`src/design/sgb_pkg.sv`:
```
`default_nettype none

package sgb_pkg;

	// Command codes still handled
	typedef enum logic [4:0] {
		CMD_PAL01   = 5'd0,
		CMD_PAL23   = 5'd1,
		CMD_PAL03   = 5'd2,
		CMD_PAL12   = 5'd3,
		CMD_MLT_REQ = 5'd17,
		CMD_MASK_EN = 5'd23
	} sgb_cmd_e;

	// BGR555
	localparam int COLOR_W = 15;
	typedef logic [COLOR_W-1:0] color_t;

	localparam int BYTES_PER_PACKET = 16;
	localparam int LCD_W = 15;

	typedef struct packed {
		logic [7:0] data;
		logic [3:0] byte_no;
		logic       first_packet;
	} sgb_byte_t;

	typedef struct packed {
		logic [1:0] pal_no;
		logic [1:0] col_no;
		color_t     color;
	} pal_wr_t;

	typedef struct packed {
		logic [LCD_W-1:0] data;
		logic             clkena;
		logic [1:0]       mode;
		logic             on;
	} lcd_pix_t;

	typedef enum logic [1:0] {
		MASK_OFF    = 2'd0,
		MASK_FREEZE = 2'd1,
		MASK_BLACK  = 2'd2,
		MASK_COLOR0 = 2'd3
	} mask_e;

endpackage

`default_nettype wire
```
`src/design/sgb_top.sv`:
```
`timescale 1ns/1ps
`default_nettype none

module sgb_top import sgb_pkg::*; #(
	parameter int NUM_PLAYERS = 2
) (
	input  logic       clk_sys,
	input  logic       reset,
	input  logic       sgb_en,
	input  logic       tint,
	input  logic [1:0] joy_p54,
	input  logic [7:0] joystick_0,
	input  logic [7:0] joystick_1,
	input  logic [7:0] joystick_2,
	input  logic [7:0] joystick_3,
	input  lcd_pix_t   lcd_in,
	output logic [3:0] joy_do,
	output logic       sgb_pal_en,
	output lcd_pix_t   lcd_out
);

	logic         byte_valid;
	sgb_byte_t    rx_byte;
	logic         line_rise;
	logic         p15_fall;
	logic         pal_wr;
	pal_wr_t      pal_wr_data;
	logic [1:0]   mlt_ctrl;
	mask_e        mask;
	color_t [3:0] pal0;
	logic         pal_active;

	sgb_packet_rx u_packet_rx (
		.clk_sys    (clk_sys),
		.reset      (reset),
		.sgb_en     (sgb_en),
		.joy_p54    (joy_p54),
		.byte_valid (byte_valid),
		.rx_byte    (rx_byte),
		.line_rise  (line_rise),
		.p15_fall   (p15_fall)
	);

	sgb_cmd_decoder u_cmd_decoder (
		.clk_sys     (clk_sys),
		.reset       (reset),
		.byte_valid  (byte_valid),
		.rx_byte     (rx_byte),
		.pal_wr      (pal_wr),
		.pal_wr_data (pal_wr_data),
		.mlt_ctrl    (mlt_ctrl),
		.mask        (mask)
	);

	sgb_palette_store u_palette_store (
		.clk_sys     (clk_sys),
		.reset       (reset),
		.pal_wr      (pal_wr),
		.pal_wr_data (pal_wr_data),
		.pal0        (pal0),
		.pal_active  (pal_active)
	);

	sgb_joypad_port #(
		.NUM_PLAYERS (NUM_PLAYERS)
	) u_joypad_port (
		.clk_sys    (clk_sys),
		.reset      (reset),
		.sgb_en     (sgb_en),
		.joy_p54    (joy_p54),
		.line_rise  (line_rise),
		.p15_fall   (p15_fall),
		.mlt_ctrl   (mlt_ctrl),
		.joystick_0 (joystick_0),
		.joystick_1 (joystick_1),
		.joystick_2 (joystick_2),
		.joystick_3 (joystick_3),
		.joy_do     (joy_do)
	);

	sgb_lcd_colorizer u_lcd_colorizer (
		.clk_sys    (clk_sys),
		.sgb_en     (sgb_en),
		.tint       (tint),
		.mask       (mask),
		.pal_active (pal_active),
		.pal0       (pal0),
		.lcd_in     (lcd_in),
		.lcd_out    (lcd_out),
		.sgb_pal_en (sgb_pal_en)
	);

endmodule

`default_nettype wire

```
`src/design/sgb_lcd_colorizer.sv`:
```
`timescale 1ns/1ps
`default_nettype none

module sgb_lcd_colorizer import sgb_pkg::*; (
	input  logic         clk_sys,
	input  logic         sgb_en,
	input  logic         tint,
	input  mask_e        mask,
	input  logic         pal_active,
	input  color_t [3:0] pal0,
	input  lcd_pix_t     lcd_in,
	output lcd_pix_t     lcd_out,
	output logic         sgb_pal_en
);

	lcd_pix_t lcd_r;
	logic     pass_r;
	mask_e    mask_r;
	logic     pal_en_r;

	// Stage 1 samples the pixel and the controls together
	always_ff @(posedge clk_sys) begin
		lcd_r <= lcd_in;
		pass_r <= !sgb_en || ((!pal_active || tint) && mask == MASK_OFF);
		mask_r <= mask;
		pal_en_r <= sgb_en && (pal_active || mask != MASK_OFF);
	end

	// Stage 2 maps through palette 0
	always_ff @(posedge clk_sys) begin
		if (pass_r)
			lcd_out.data <= lcd_r.data;
		else if (mask_r == MASK_BLACK)
			lcd_out.data <= '0;
		else if (mask_r == MASK_COLOR0 || lcd_r.data[1:0] == 2'd0)
			lcd_out.data <= pal0[0];
		else
			lcd_out.data <= pal0[lcd_r.data[1:0]];

		lcd_out.clkena <= (mask_r == MASK_FREEZE) ? 1'b0 : lcd_r.clkena;
		lcd_out.mode <= lcd_r.mode;
		lcd_out.on <= lcd_r.on;
		sgb_pal_en <= pal_en_r;
	end

endmodule

`default_nettype wire

```
`src/design/sgb_joypad_port.sv`:
```
`timescale 1ns/1ps
`default_nettype none

module sgb_joypad_port #(
	parameter int NUM_PLAYERS = 2
) (
	input  logic       clk_sys,
	input  logic       reset,
	input  logic       sgb_en,
	input  logic [1:0] joy_p54,
	input  logic       line_rise,
	input  logic       p15_fall,
	input  logic [1:0] mlt_ctrl,
	input  logic [7:0] joystick_0,
	input  logic [7:0] joystick_1,
	input  logic [7:0] joystick_2,
	input  logic [7:0] joystick_3,
	output logic [3:0] joy_do
);

	// Ids count down from 3, so the forced-high bits set the wrap point
	localparam logic [1:0] ID_MASK = (NUM_PLAYERS == 4) ? 2'b11 : 2'b01;

	logic [1:0] joy_id;
	logic       id_out;
	logic       locked;
	logic [1:0] id_fill;
	logic [7:0] joystick;
	logic [3:0] joy_dir;
	logic [3:0] joy_btn;

	assign id_fill = ~(mlt_ctrl & ID_MASK);

	always_ff @(posedge clk_sys) begin
		if (reset) begin
			joy_id <= '0;
			id_out <= 1'b0;
			locked <= 1'b0;
		end else begin
			if (line_rise && !locked) begin
				locked <= 1'b1;
				id_out <= 1'b1;
				joy_id <= (joy_id - 2'd1) | id_fill;
			end
			if (p15_fall)
				locked <= ~locked;
			if (!joy_p54[0] || !joy_p54[1])
				id_out <= 1'b0;
		end
	end

	always_comb begin
		if (!sgb_en || !mlt_ctrl[0]) begin
			joystick = joystick_0 | joystick_1;
		end else begin
			case (joy_id)
				2'd3: joystick = joystick_0;
				2'd2: joystick = joystick_1;
				2'd1: joystick = joystick_2;
				default: joystick = joystick_3;
			endcase
		end
	end

	// Active low nibbles, P14 low selects directions, P15 low buttons
	assign joy_dir = ~{joystick[2], joystick[3], joystick[1], joystick[0]} | {4{joy_p54[0]}};
	assign joy_btn = ~joystick[7:4] | {4{joy_p54[1]}};

	assign joy_do = id_out ? {2'b11, joy_id} : (joy_dir & joy_btn);

endmodule

`default_nettype wire

```
`src/design/sgb_palette_store.sv`:
```
`timescale 1ns/1ps
`default_nettype none

module sgb_palette_store import sgb_pkg::*; (
	input  logic         clk_sys,
	input  logic         reset,
	input  logic         pal_wr,
	input  pal_wr_t      pal_wr_data,
	output color_t [3:0] pal0,
	output logic         pal_active
);

	color_t [3:0] palette [4];
	logic         clearing;
	logic [3:0]   clr_cnt;
	logic         wr_en;
	logic [1:0]   wr_pal;
	logic [1:0]   wr_col;
	color_t       wr_color;

	// Zero clear owns the write port after reset
	always_comb begin
		if (clearing) begin
			wr_en = 1'b1;
			wr_pal = clr_cnt[3:2];
			wr_col = clr_cnt[1:0];
			wr_color = '0;
		end else begin
			wr_en = pal_wr;
			wr_pal = pal_wr_data.pal_no;
			wr_col = pal_wr_data.col_no;
			wr_color = pal_wr_data.color;
		end
	end

	always_ff @(posedge clk_sys) begin
		if (reset) begin
			clearing <= 1'b1;
			clr_cnt <= '0;
			pal_active <= 1'b0;
		end else if (clearing) begin
			clr_cnt <= clr_cnt + 4'd1;
			if (&clr_cnt)
				clearing <= 1'b0;
		end else if (pal_wr) begin
			pal_active <= 1'b1;
		end
	end

	always_ff @(posedge clk_sys) begin
		if (wr_en)
			palette[wr_pal][wr_col] <= wr_color;
	end

	assign pal0 = palette[0];

endmodule

`default_nettype wire

```
`src/design/sgb_cmd_decoder.sv`:
```
`timescale 1ns/1ps
`default_nettype none

module sgb_cmd_decoder import sgb_pkg::*; (
	input  logic       clk_sys,
	input  logic       reset,
	input  logic       byte_valid,
	input  sgb_byte_t  rx_byte,
	output logic       pal_wr,
	output pal_wr_t    pal_wr_data,
	output logic [1:0] mlt_ctrl,
	output mask_e      mask
);

	sgb_cmd_e   cmd;
	logic [7:0] color_lo;
	logic       pal_cmd;
	logic       pal_byte;
	logic       first_byte1;
	logic [2:0] col_idx;
	logic [1:0] pal_first;
	logic [1:0] pal_second;
	logic [1:0] tgt_pal;
	logic [1:0] tgt_col;

	assign pal_cmd = (cmd inside {CMD_PAL01, CMD_PAL23, CMD_PAL03, CMD_PAL12});
	assign pal_byte = pal_cmd && rx_byte.byte_no >= 4'd1 && rx_byte.byte_no <= 4'd14;
	assign first_byte1 = rx_byte.first_packet && rx_byte.byte_no == 4'd1;

	// Even bytes 2..14 close colors 0..6
	assign col_idx = rx_byte.byte_no[3:1] - 3'd1;

	always_comb begin
		case (cmd)
			CMD_PAL23: begin
				pal_first = 2'd2;
				pal_second = 2'd3;
			end
			CMD_PAL03: begin
				pal_first = 2'd0;
				pal_second = 2'd3;
			end
			CMD_PAL12: begin
				pal_first = 2'd1;
				pal_second = 2'd2;
			end
			default: begin
				pal_first = 2'd0;
				pal_second = 2'd1;
			end
		endcase

		// Color 0 is shared by all palettes
		if (col_idx == 3'd0) begin
			tgt_pal = 2'd0;
			tgt_col = 2'd0;
		end else if (col_idx < 3'd4) begin
			tgt_pal = pal_first;
			tgt_col = col_idx[1:0];
		end else begin
			tgt_pal = pal_second;
			tgt_col = 2'(col_idx - 3'd3);
		end
	end

	always_ff @(posedge clk_sys) begin
		if (reset) begin
			cmd <= CMD_PAL01;
			pal_wr <= 1'b0;
			mlt_ctrl <= '0;
			mask <= MASK_OFF;
		end else begin
			pal_wr <= 1'b0;
			if (byte_valid) begin
				if (rx_byte.first_packet && rx_byte.byte_no == 4'd0)
					cmd <= sgb_cmd_e'(rx_byte.data[7:3]);
				if (pal_byte && !rx_byte.byte_no[0])
					pal_wr <= 1'b1;
				if (cmd == CMD_MLT_REQ && first_byte1)
					mlt_ctrl <= rx_byte.data[1:0];
				if (cmd == CMD_MASK_EN && first_byte1)
					mask <= mask_e'(rx_byte.data[1:0]);
			end
		end
	end

	// Low byte first
	always_ff @(posedge clk_sys) begin
		if (byte_valid && pal_byte) begin
			if (rx_byte.byte_no[0]) begin
				color_lo <= rx_byte.data;
			end else begin
				pal_wr_data.pal_no <= tgt_pal;
				pal_wr_data.col_no <= tgt_col;
				pal_wr_data.color <= {rx_byte.data[6:0], color_lo};
			end
		end
	end

endmodule

`default_nettype wire

```
`src/design/sgb_packet_rx.sv`:
```
`timescale 1ns/1ps
`default_nettype none

module sgb_packet_rx import sgb_pkg::*; (
	input  logic       clk_sys,
	input  logic       reset,
	input  logic       sgb_en,
	input  logic [1:0] joy_p54,
	output logic       byte_valid,
	output sgb_byte_t  rx_byte,
	output logic       line_rise,
	output logic       p15_fall
);

	logic       p14;
	logic       p15;
	logic [1:0] joy_prev;
	logic       sample_en;
	logic       data_bit;
	logic [7:0] shift;
	logic [2:0] bit_cnt;
	logic [3:0] byte_cnt;
	logic [2:0] packet_cnt;
	logic [2:0] packet_len;
	logic       pkt_open;

	assign p14 = joy_p54[0];
	assign p15 = joy_p54[1];

	// Both lines must have been high before a sample counts
	assign sample_en = joy_prev[0] & joy_prev[1] & sgb_en;
	assign data_bit = sample_en & (p14 ^ p15) & pkt_open;

	// Edge events for the joypad port
	assign line_rise = sgb_en & ~(joy_prev[0] & joy_prev[1]) & p14 & p15;
	assign p15_fall = joy_prev[1] & ~p15 & p14;

	always_ff @(posedge clk_sys) begin
		if (reset) begin
			joy_prev <= 2'b11;
			bit_cnt <= '0;
			byte_cnt <= '0;
			packet_cnt <= '0;
			packet_len <= '0;
			pkt_open <= 1'b0;
			byte_valid <= 1'b0;
		end else begin
			joy_prev <= joy_p54;
			byte_valid <= 1'b0;

			// Reset pulse
			if (sample_en && !p14 && !p15) begin
				bit_cnt <= '0;
				byte_cnt <= '0;
				pkt_open <= 1'b1;
			end

			if (data_bit) begin
				bit_cnt <= bit_cnt + 3'd1;
				if (bit_cnt == 3'd7)
					byte_valid <= 1'b1;
			end

			if (byte_valid) begin
				byte_cnt <= byte_cnt + 4'd1;
				if (packet_cnt == 3'd0 && byte_cnt == 4'd0)
					packet_len <= shift[2:0];

				// Last byte of a packet
				if (byte_cnt == 4'(BYTES_PER_PACKET - 1)) begin
					packet_cnt <= packet_cnt + 3'd1;
					if ({1'b0, packet_cnt} + 4'd1 >= {1'b0, packet_len}) begin
						packet_cnt <= '0;
						pkt_open <= 1'b0;
					end
				end
			end
		end
	end

	// LSB first, the bit is the inverse of P15
	always_ff @(posedge clk_sys) begin
		if (data_bit)
			shift <= {~p15, shift[7:1]};
	end

	assign rx_byte.data = shift;
	assign rx_byte.byte_no = byte_cnt;
	assign rx_byte.first_packet = (packet_cnt == 3'd0);

endmodule

`default_nettype wire

```
`config.mk`:
```
export PLATFORM = sky130hd
export DESIGN_NAME = sgb_top
export DESIGN_NICKNAME = d
export VERILOG_FILES = /design/src/design/sgb_pkg.sv /design/src/design/sgb_top.sv /design/src/design/sgb_lcd_colorizer.sv /design/src/design/sgb_joypad_port.sv /design/src/design/sgb_palette_store.sv /design/src/design/sgb_cmd_decoder.sv /design/src/design/sgb_packet_rx.sv
export SDC_FILE = /design/constraint.sdc
export NUM_CORES = 1
export LEC_CHECK = 0
export ABC_AREA = 1
export BUFFER_PORTS_ARGS = -buffer_cell sky130_fd_sc_hd__buf_2
export CORE_UTILIZATION = 46
export DETAILED_ROUTE_END_ITERATION = 10
export GPL_TIMING_DRIVEN = 1
export HOLD_SLACK_MARGIN = 0.08
export PLACE_DENSITY = 0.64
export SKIP_CTS_REPAIR_TIMING = 1
export SLEW_MARGIN = 20
export SYNTH_ARGS = -nofsm -noshare
export SYNTH_HDL_FRONTEND = slang
export SYNTH_SLANG_ARGS = --single-unit
```
`constraint.sdc`:
```
create_clock -name clk_sys -period 5.32 [get_ports clk_sys]
set_input_delay 0.532 -clock clk_sys [delete_from_list [all_inputs] [get_ports clk_sys]]
set_output_delay 0.532 -clock clk_sys [all_outputs]
set_load 0.01 [all_outputs]
```
Word-level counts from Yosys, hierarchy flattened

Memory sizes are Yosys's and may differ from the RTL's.
Cells that the tools add are included.

Register bits after elaboration: 114
Memory bits (writable): 240
Input port bits: 57
Word-level logic and storage cells: 174
Memories: 1

Add/subtract/negate cells: 8
Magnitude comparators: 7
Equal/unequal tests: 14
Mux-type cells: 35
Bitwise gates (word level): 25
Reduce and logical (&&, ||, !) cells: 50

Memories:

| memory                  | words | bits a word | rd ports | clocked after memory_dff | wr ports | line                    | text |
|---|---|---|---|---|---|---|---|
| u_palette_store.palette | 4     | 60          | 1        | 0                        | 1        | sgb_palette_store.sv:13 | `color_t [3:0] palette [4];` |

Operators by type and width:

| cell                                                 | number |
|---|---|
| two-way mux 15 bit                                   | 6 |
| two-way mux 60 bit                                   | 1 |
| binary-select mux 15 bit (select 2 bit)              | 1 |
| demux 15 bit (select 2 bit)                          | 1 |
| one-hot mux 8 bit (3 select lines)                   | 1 |
| logical AND 1 bit                                    | 14 |
| AND reduction 2 bit                                  | 7 |
| two-way mux 1 bit                                    | 12 |
| two-way mux 4 bit                                    | 3 |
| equality test 5 x 2 -> 1 bit (second input constant) | 2 |
| equality test 5 bit (second input constant)          | 2 |
| AND 1 bit                                            | 9 |
| two-way mux 3 bit                                    | 3 |
| adder 4 x 1 -> 4 bit (second input constant)         | 2 |
| equality test 2 bit (second input constant)          | 4 |
| two-way mux 2 bit                                    | 4 |
| two-way mux 8 bit                                    | 1 |
| NOT 4 bit                                            | 2 |
| OR 4 bit                                             | 2 |
| OR 8 bit                                             | 1 |
| one-hot mux 2 bit (2 select lines)                   | 2 |
| nonzero test 2 bit                                   | 4 |
| OR reduction 2 bit                                   | 4 |
| zero test 1 bit                                      | 7 |
| other kinds (28)                                     | 44 |

Logic depth before layout (Yosys ltp)

Depth after elaboration: 8
Depth in mapped cells: 9
Mapped depth without buffers: 9

Modules after synthesis

From an unflattened synthesis, not the netlist that was laid out.

Cell total of the unflattened synthesis: 773
Area, all modules: 7128.1 µm²

By module, submodules not included:

| module            | times used | cells an instance | area an instance (µm²) | sequential area each (µm²) |
|---|---|---|---|---|
| sgb_palette_store | 1          | 152               | 2278.4                 | 1921.8 |
| sgb_lcd_colorizer | 1          | 245               | 1732.9                 | 860.8 |
| sgb_cmd_decoder   | 1          | 134               | 1437.6                 | 1011.0 |
| sgb_packet_rx     | 1          | 130               | 1124.8                 | 580.6 |
| sgb_joypad_port   | 1          | 112               | 554.3                  | 80.1 |

Least setup slack after synthesis

OpenSTA, ideal clock, no wires.

Path type: flip-flop to flip-flop
Start: register u_packet_rx.byte_cnt[0]
End: register u_cmd_decoder.pal_wr_data[0] (netlist name)
Library setup time: 395 ps
Data arrival time: 1793 ps
Required time: 4925 ps
Setup slack: 3133 ps
Stages on the path, launching flop included: 8
Path buffers: 0
Period minus slack after synthesis: 2187 ps
Cell sequence: dfxtp_1 > inv_1 > ha_1 > inv_1 > nor2_2 > nand2_1 > o211ai_1 > nor2_1

Cells in the longest elaborated chain, start to end: 5
Elaborated cells between the ends (all ways): 7

Ends and longest elaborated chain:

| item                                       | line                  | text |
|---|---|---|
| from (decl)                                | sgb_packet_rx.sv:22   | `logic [3:0] byte_cnt;` |
| from (signal assigned)                     | sgb_packet_rx.sv:65   | `byte_cnt <= byte_cnt + 4'd1;` |
| greater-or-equal comparator 4 x 1 -> 1 bit | sgb_cmd_decoder.sv:27 | `assign pal_byte = pal_cmd && rx_byte.byte_no >= 4'd1 && rx_byte.byte_no <= 4'd14;` |
| logical AND 1 bit (2 in series)            | sgb_cmd_decoder.sv:27 |  |
| logical AND 1 bit                          | sgb_cmd_decoder.sv:89 | `if (byte_valid && pal_byte) begin` |
| AND reduction 2 bit (no line) (*)          | --                    |  |

Mark *: on every way between the ends. The rest lies on a longest branch, timed or not.
A chain may end at the register's enable or synchronous reset.

Worst setup path after layout

Start: register u_joypad_port.joy_id[1]
End: output joy_do[2]

Cells in the longest elaborated chain, start to end: 7
Elaborated cells between the ends (all ways): 11

Ends and longest elaborated chain:

| item                                                                | line                                         | text |
|---|---|---|
| from (decl)                                                         | sgb_joypad_port.sv:24                        | `logic [1:0] joy_id;` |
| from (signal assigned)                                              | sgb_joypad_port.sv:43                        | `joy_id <= (joy_id - 2'd1) \| id_fill;` |
| equality test 2 x 1 -> 1 bit or equality test 2 bit (tied branches) | sgb_joypad_port.sv:56                        | `case (joy_id)` |
| one-hot mux 8 bit (3 select lines) (*)                              | sgb_joypad_port.sv:56                        |  |
| two-way mux 8 bit (*)                                               | sgb_joypad_port.sv:53                        | `if (!sgb_en \|\| !mlt_ctrl[0]) begin` |
| NOT 4 bit, on equally long branches                                 | sgb_joypad_port.sv:66, sgb_joypad_port.sv:67 |  |
| OR 4 bit, on equally long branches                                  | sgb_joypad_port.sv:66, sgb_joypad_port.sv:67 |  |
| AND 4 bit (*)                                                       | sgb_joypad_port.sv:69                        | `assign joy_do = id_out ? {2'b11, joy_id} : (joy_dir & joy_btn);` |
| two-way mux 4 bit (*)                                               | sgb_joypad_port.sv:69                        |  |
| to (decl)                                                           | sgb_top.sv:17                                | `output logic [3:0] joy_do,` |

Marks and branches as above.

==> metrics.md <==
| Metric | Value |
|---|---|
| Clk slew on worst S/H paths | 60 ps |
| Met2 usage | 30.3% |
| Initial antenna violation count | 0 |
| Top-area cell type share of the netlist area | 40.9% |
| DR iter-0 viols | 387 |
| Distinct cells, synth | 39 |
| RSZ-0062 raised after global routing | no |
| Avg Cell Area, Syn | 10.2 um2 |
| Critical path arrival | 2010 ps |
| Synth Instances | 687 |
| Clk sinks | between 150 and 200 |
| TritonCTS clock tree | built |
| Period utilisation layout | a little under half |
| Die area | 15700 um2 |
| Die Y | between 100 and 150 um |
| Final hold vios | 0 |
| ANT nets after route | 0 |
| Area leader, netlist | edfxtp_1 |
| Hold Crit Class | primary input to flop |
| Sequential area share after synthesis | 63.6% |
| Setup TNS | 0 ps |
| Global-route wire length before repair | 22.3 mm |
| GRT busiest layer | met2 |
| MaxCap Viol Count | 0 |
| Hpwl dp | 9.70 mm |
| Count leader, synth | nand2_1 |
| Die width | 125 um |
| Critical Path Start Type | flop |
| Slew Viols, Final | 0 |
| Total routed wirelength | 13.2 mm |
| Post-synth top cells | nand2_1, edfxtp_1, dfxtp_1 |
| Maximum VDD drop | 0.228 mV |
| Max_slew headroom | ~43% |
| Clock skew | 10.1 ps |
| GPL Wtd Cong | 0.844 |
| Fin area | between 8000 and 9000 um2 |
| Final setup fails | 0 |
| #FFs+latches synth | 174 |
| Ys flop type | edfxtp_1 |
| Area Growth Syn to Fin | 16.3% |
| Wire per inst | 13.7 um |
| Placed Cells | 932 |
| P per Cell Area | between 300 and 400 nW/um2 |
| Clock Tree Buf Depth | 2 |
| Starting Density | 47.6% |
| Area contributors post-synth | edfxtp_1, dfxtp_1, nand2_1, nand3_1, nor2_1 |
| Crit path kind | flop to primary output |
| DRC Markers | 0 |
| Pin count of the biggest net entering global routing | 31 |
| Crit end category | primary output |
| DP Area | 7490 um2 |
| Total power | 2860 uW |
| Status | finished clean |
| Clk Latency, worst-skew pair | 420 ps |
| GR Layer Usage met1 | 23.1% |
| Fmax | 0.394 GHz |
| I/O Buffers | 80 |
| Core area | ~15000 um2 |
| Worst Path Max Fanout | 13 |
| Worst slew pin tran | 850 ps |
| GRT met3 Usage | 4.88% |
| DR pass1 iterations | 7 |
| Rows | 44 |
| CP Data Required Time | 4790 ps |
| I/O pins | just over 80 |
| Minimum clock period | 2540 ps |
| GR Overflow Total | 0 |
| Via/cell ratio | 4.99 |
| Yosys warns | 0 |
| Share of cells above drive strength 1 | between 20% and 30% |
| CTS root buffer | clkbuf_16 |
| Nets | 837 |
| Antenna diodes | 0 |
| Gr usage total | 18.1% |
| Mapped Nets | 757 |
| Via count | 4815 |
| Lkg Pwr | 0.00341 uW |
| Post-synth EDFFs | 95 |
| Final std cells w/o fill | 964 |
| FILL cells | 1283 |
| Vias in the first global route | about 4700 |
| Ys async rst share | 0% |
| H-tree levels | 4 |
| CTS buffer count | 17 |
| Area of the mapped netlist | 6980 um2 |
==> registers in the layout (all words and copies together), names as in the netlist, 3 cells and up <==
name / cells
u_palette_store.palette: 60
u_cmd_decoder.pal_wr_data: 19
u_lcd_colorizer.lcd_out: 19
u_lcd_colorizer.lcd_r: 19
u_cmd_decoder.color_lo: 8
u_packet_rx.shift: 8
u_cmd_decoder.cmd: 5
u_packet_rx.byte_cnt: 4
u_palette_store.clr_cnt: 4
u_packet_rx.bit_cnt: 3
u_packet_rx.packet_cnt: 3
u_packet_rx.packet_len: 3
==> power by group <==
part	internal, uW	switching (uW)
combinational	51.1	87.4
clock	735	509
sequential	1460	20.2
total	2250	617
==> worst max-delay path, stage by stage, from the launching register on <==
cell,delay [ps]
dfxtp_1,620
inv_2,130
nor2_1,320
nand2_1,100
nand3_1,90
o21ai_1,80
nand2_1,70
nand2_1,40
buf_2,130
==> logic make-up after synthesis <==
| family | Yosys count | synth area share, % |
|---|---|---|
| AND/OR/NAND/NOR | 310 | 19.0 |
| flip-flops | 174 | 63.6 |
| AO/OA/AOI/OAI | 98 | 9.26 |
| buffers and inverters | 91 | 5.74 |
| adder cells (fa/ha/maj) | 13 | 2.33 |
| XOR/XNOR | 1 | 0.126 |
==> cells in the final DEF (no fill, tap or decap), types with 10 or more instances in the layout <==
cell,count
a21oi_1,25
buf_2,80
clkbuf_16,18
dfxtp_1,79
edfxtp_1,95
ha_1,13
inv_1,60
nand2_1,160
nand3_1,57
nor2_1,61
nor2_2,10
o211ai_2,10
o21ai_0,22
o21ai_1,14
o21ai_2,11
==> per-stage QoR <==
stage	util, %	setup WS (ps)	hold slack, ps
after floorplan	-	3130	310
after global placement	51.1	2760	310
after detailed placement	51.2	2630	312
after CTS	55.3	2630	187
after global routing	55.4	2590	180
final	55.4	2780	214
==> layout make-up <==
| class | count | area [um2] | share of cell area, % |
|---|---|---|---|
| clock inverters | 13 | 153 | 1.88 |
| multi-input cells | 422 | 2150 | 26.5 |
| flip-flops and latches | 174 | 4430 | 54.7 |
| well taps | 184 | 230 | 2.84 |
| repair buffers | 83 | 423 | 5.21 |
| inverters | 69 | 262 | 3.22 |
| clock buffers | 19 | 458 | 5.65 |
==> routing by layer <==
metal / vias to the layer above / routed length, um
li1: 2474 / -
met1: 2230 / 6110
met2: 103 / 6520
met3: 8 / 460
met4: 0 / 82
met5: - / 0
==> final timing paths <==
check / slack (ps) / endpoint / cells past startpoint / start
worst max-delay path: 2780 / joy_do[2] / 8 / u_joypad_port.joy_id[1]
worst min-delay path: 210 / u_lcd_colorizer.lcd_r[4] / 1 / lcd_in[4]
worst max register to register: 3020 / u_palette_store.palette[0][11] / 6 / u_palette_store.clearing
worst min register to register: 330 / u_lcd_colorizer.lcd_out[2] / 0 / u_lcd_colorizer.lcd_r[2]
Power figures use the tool's default switching activity.
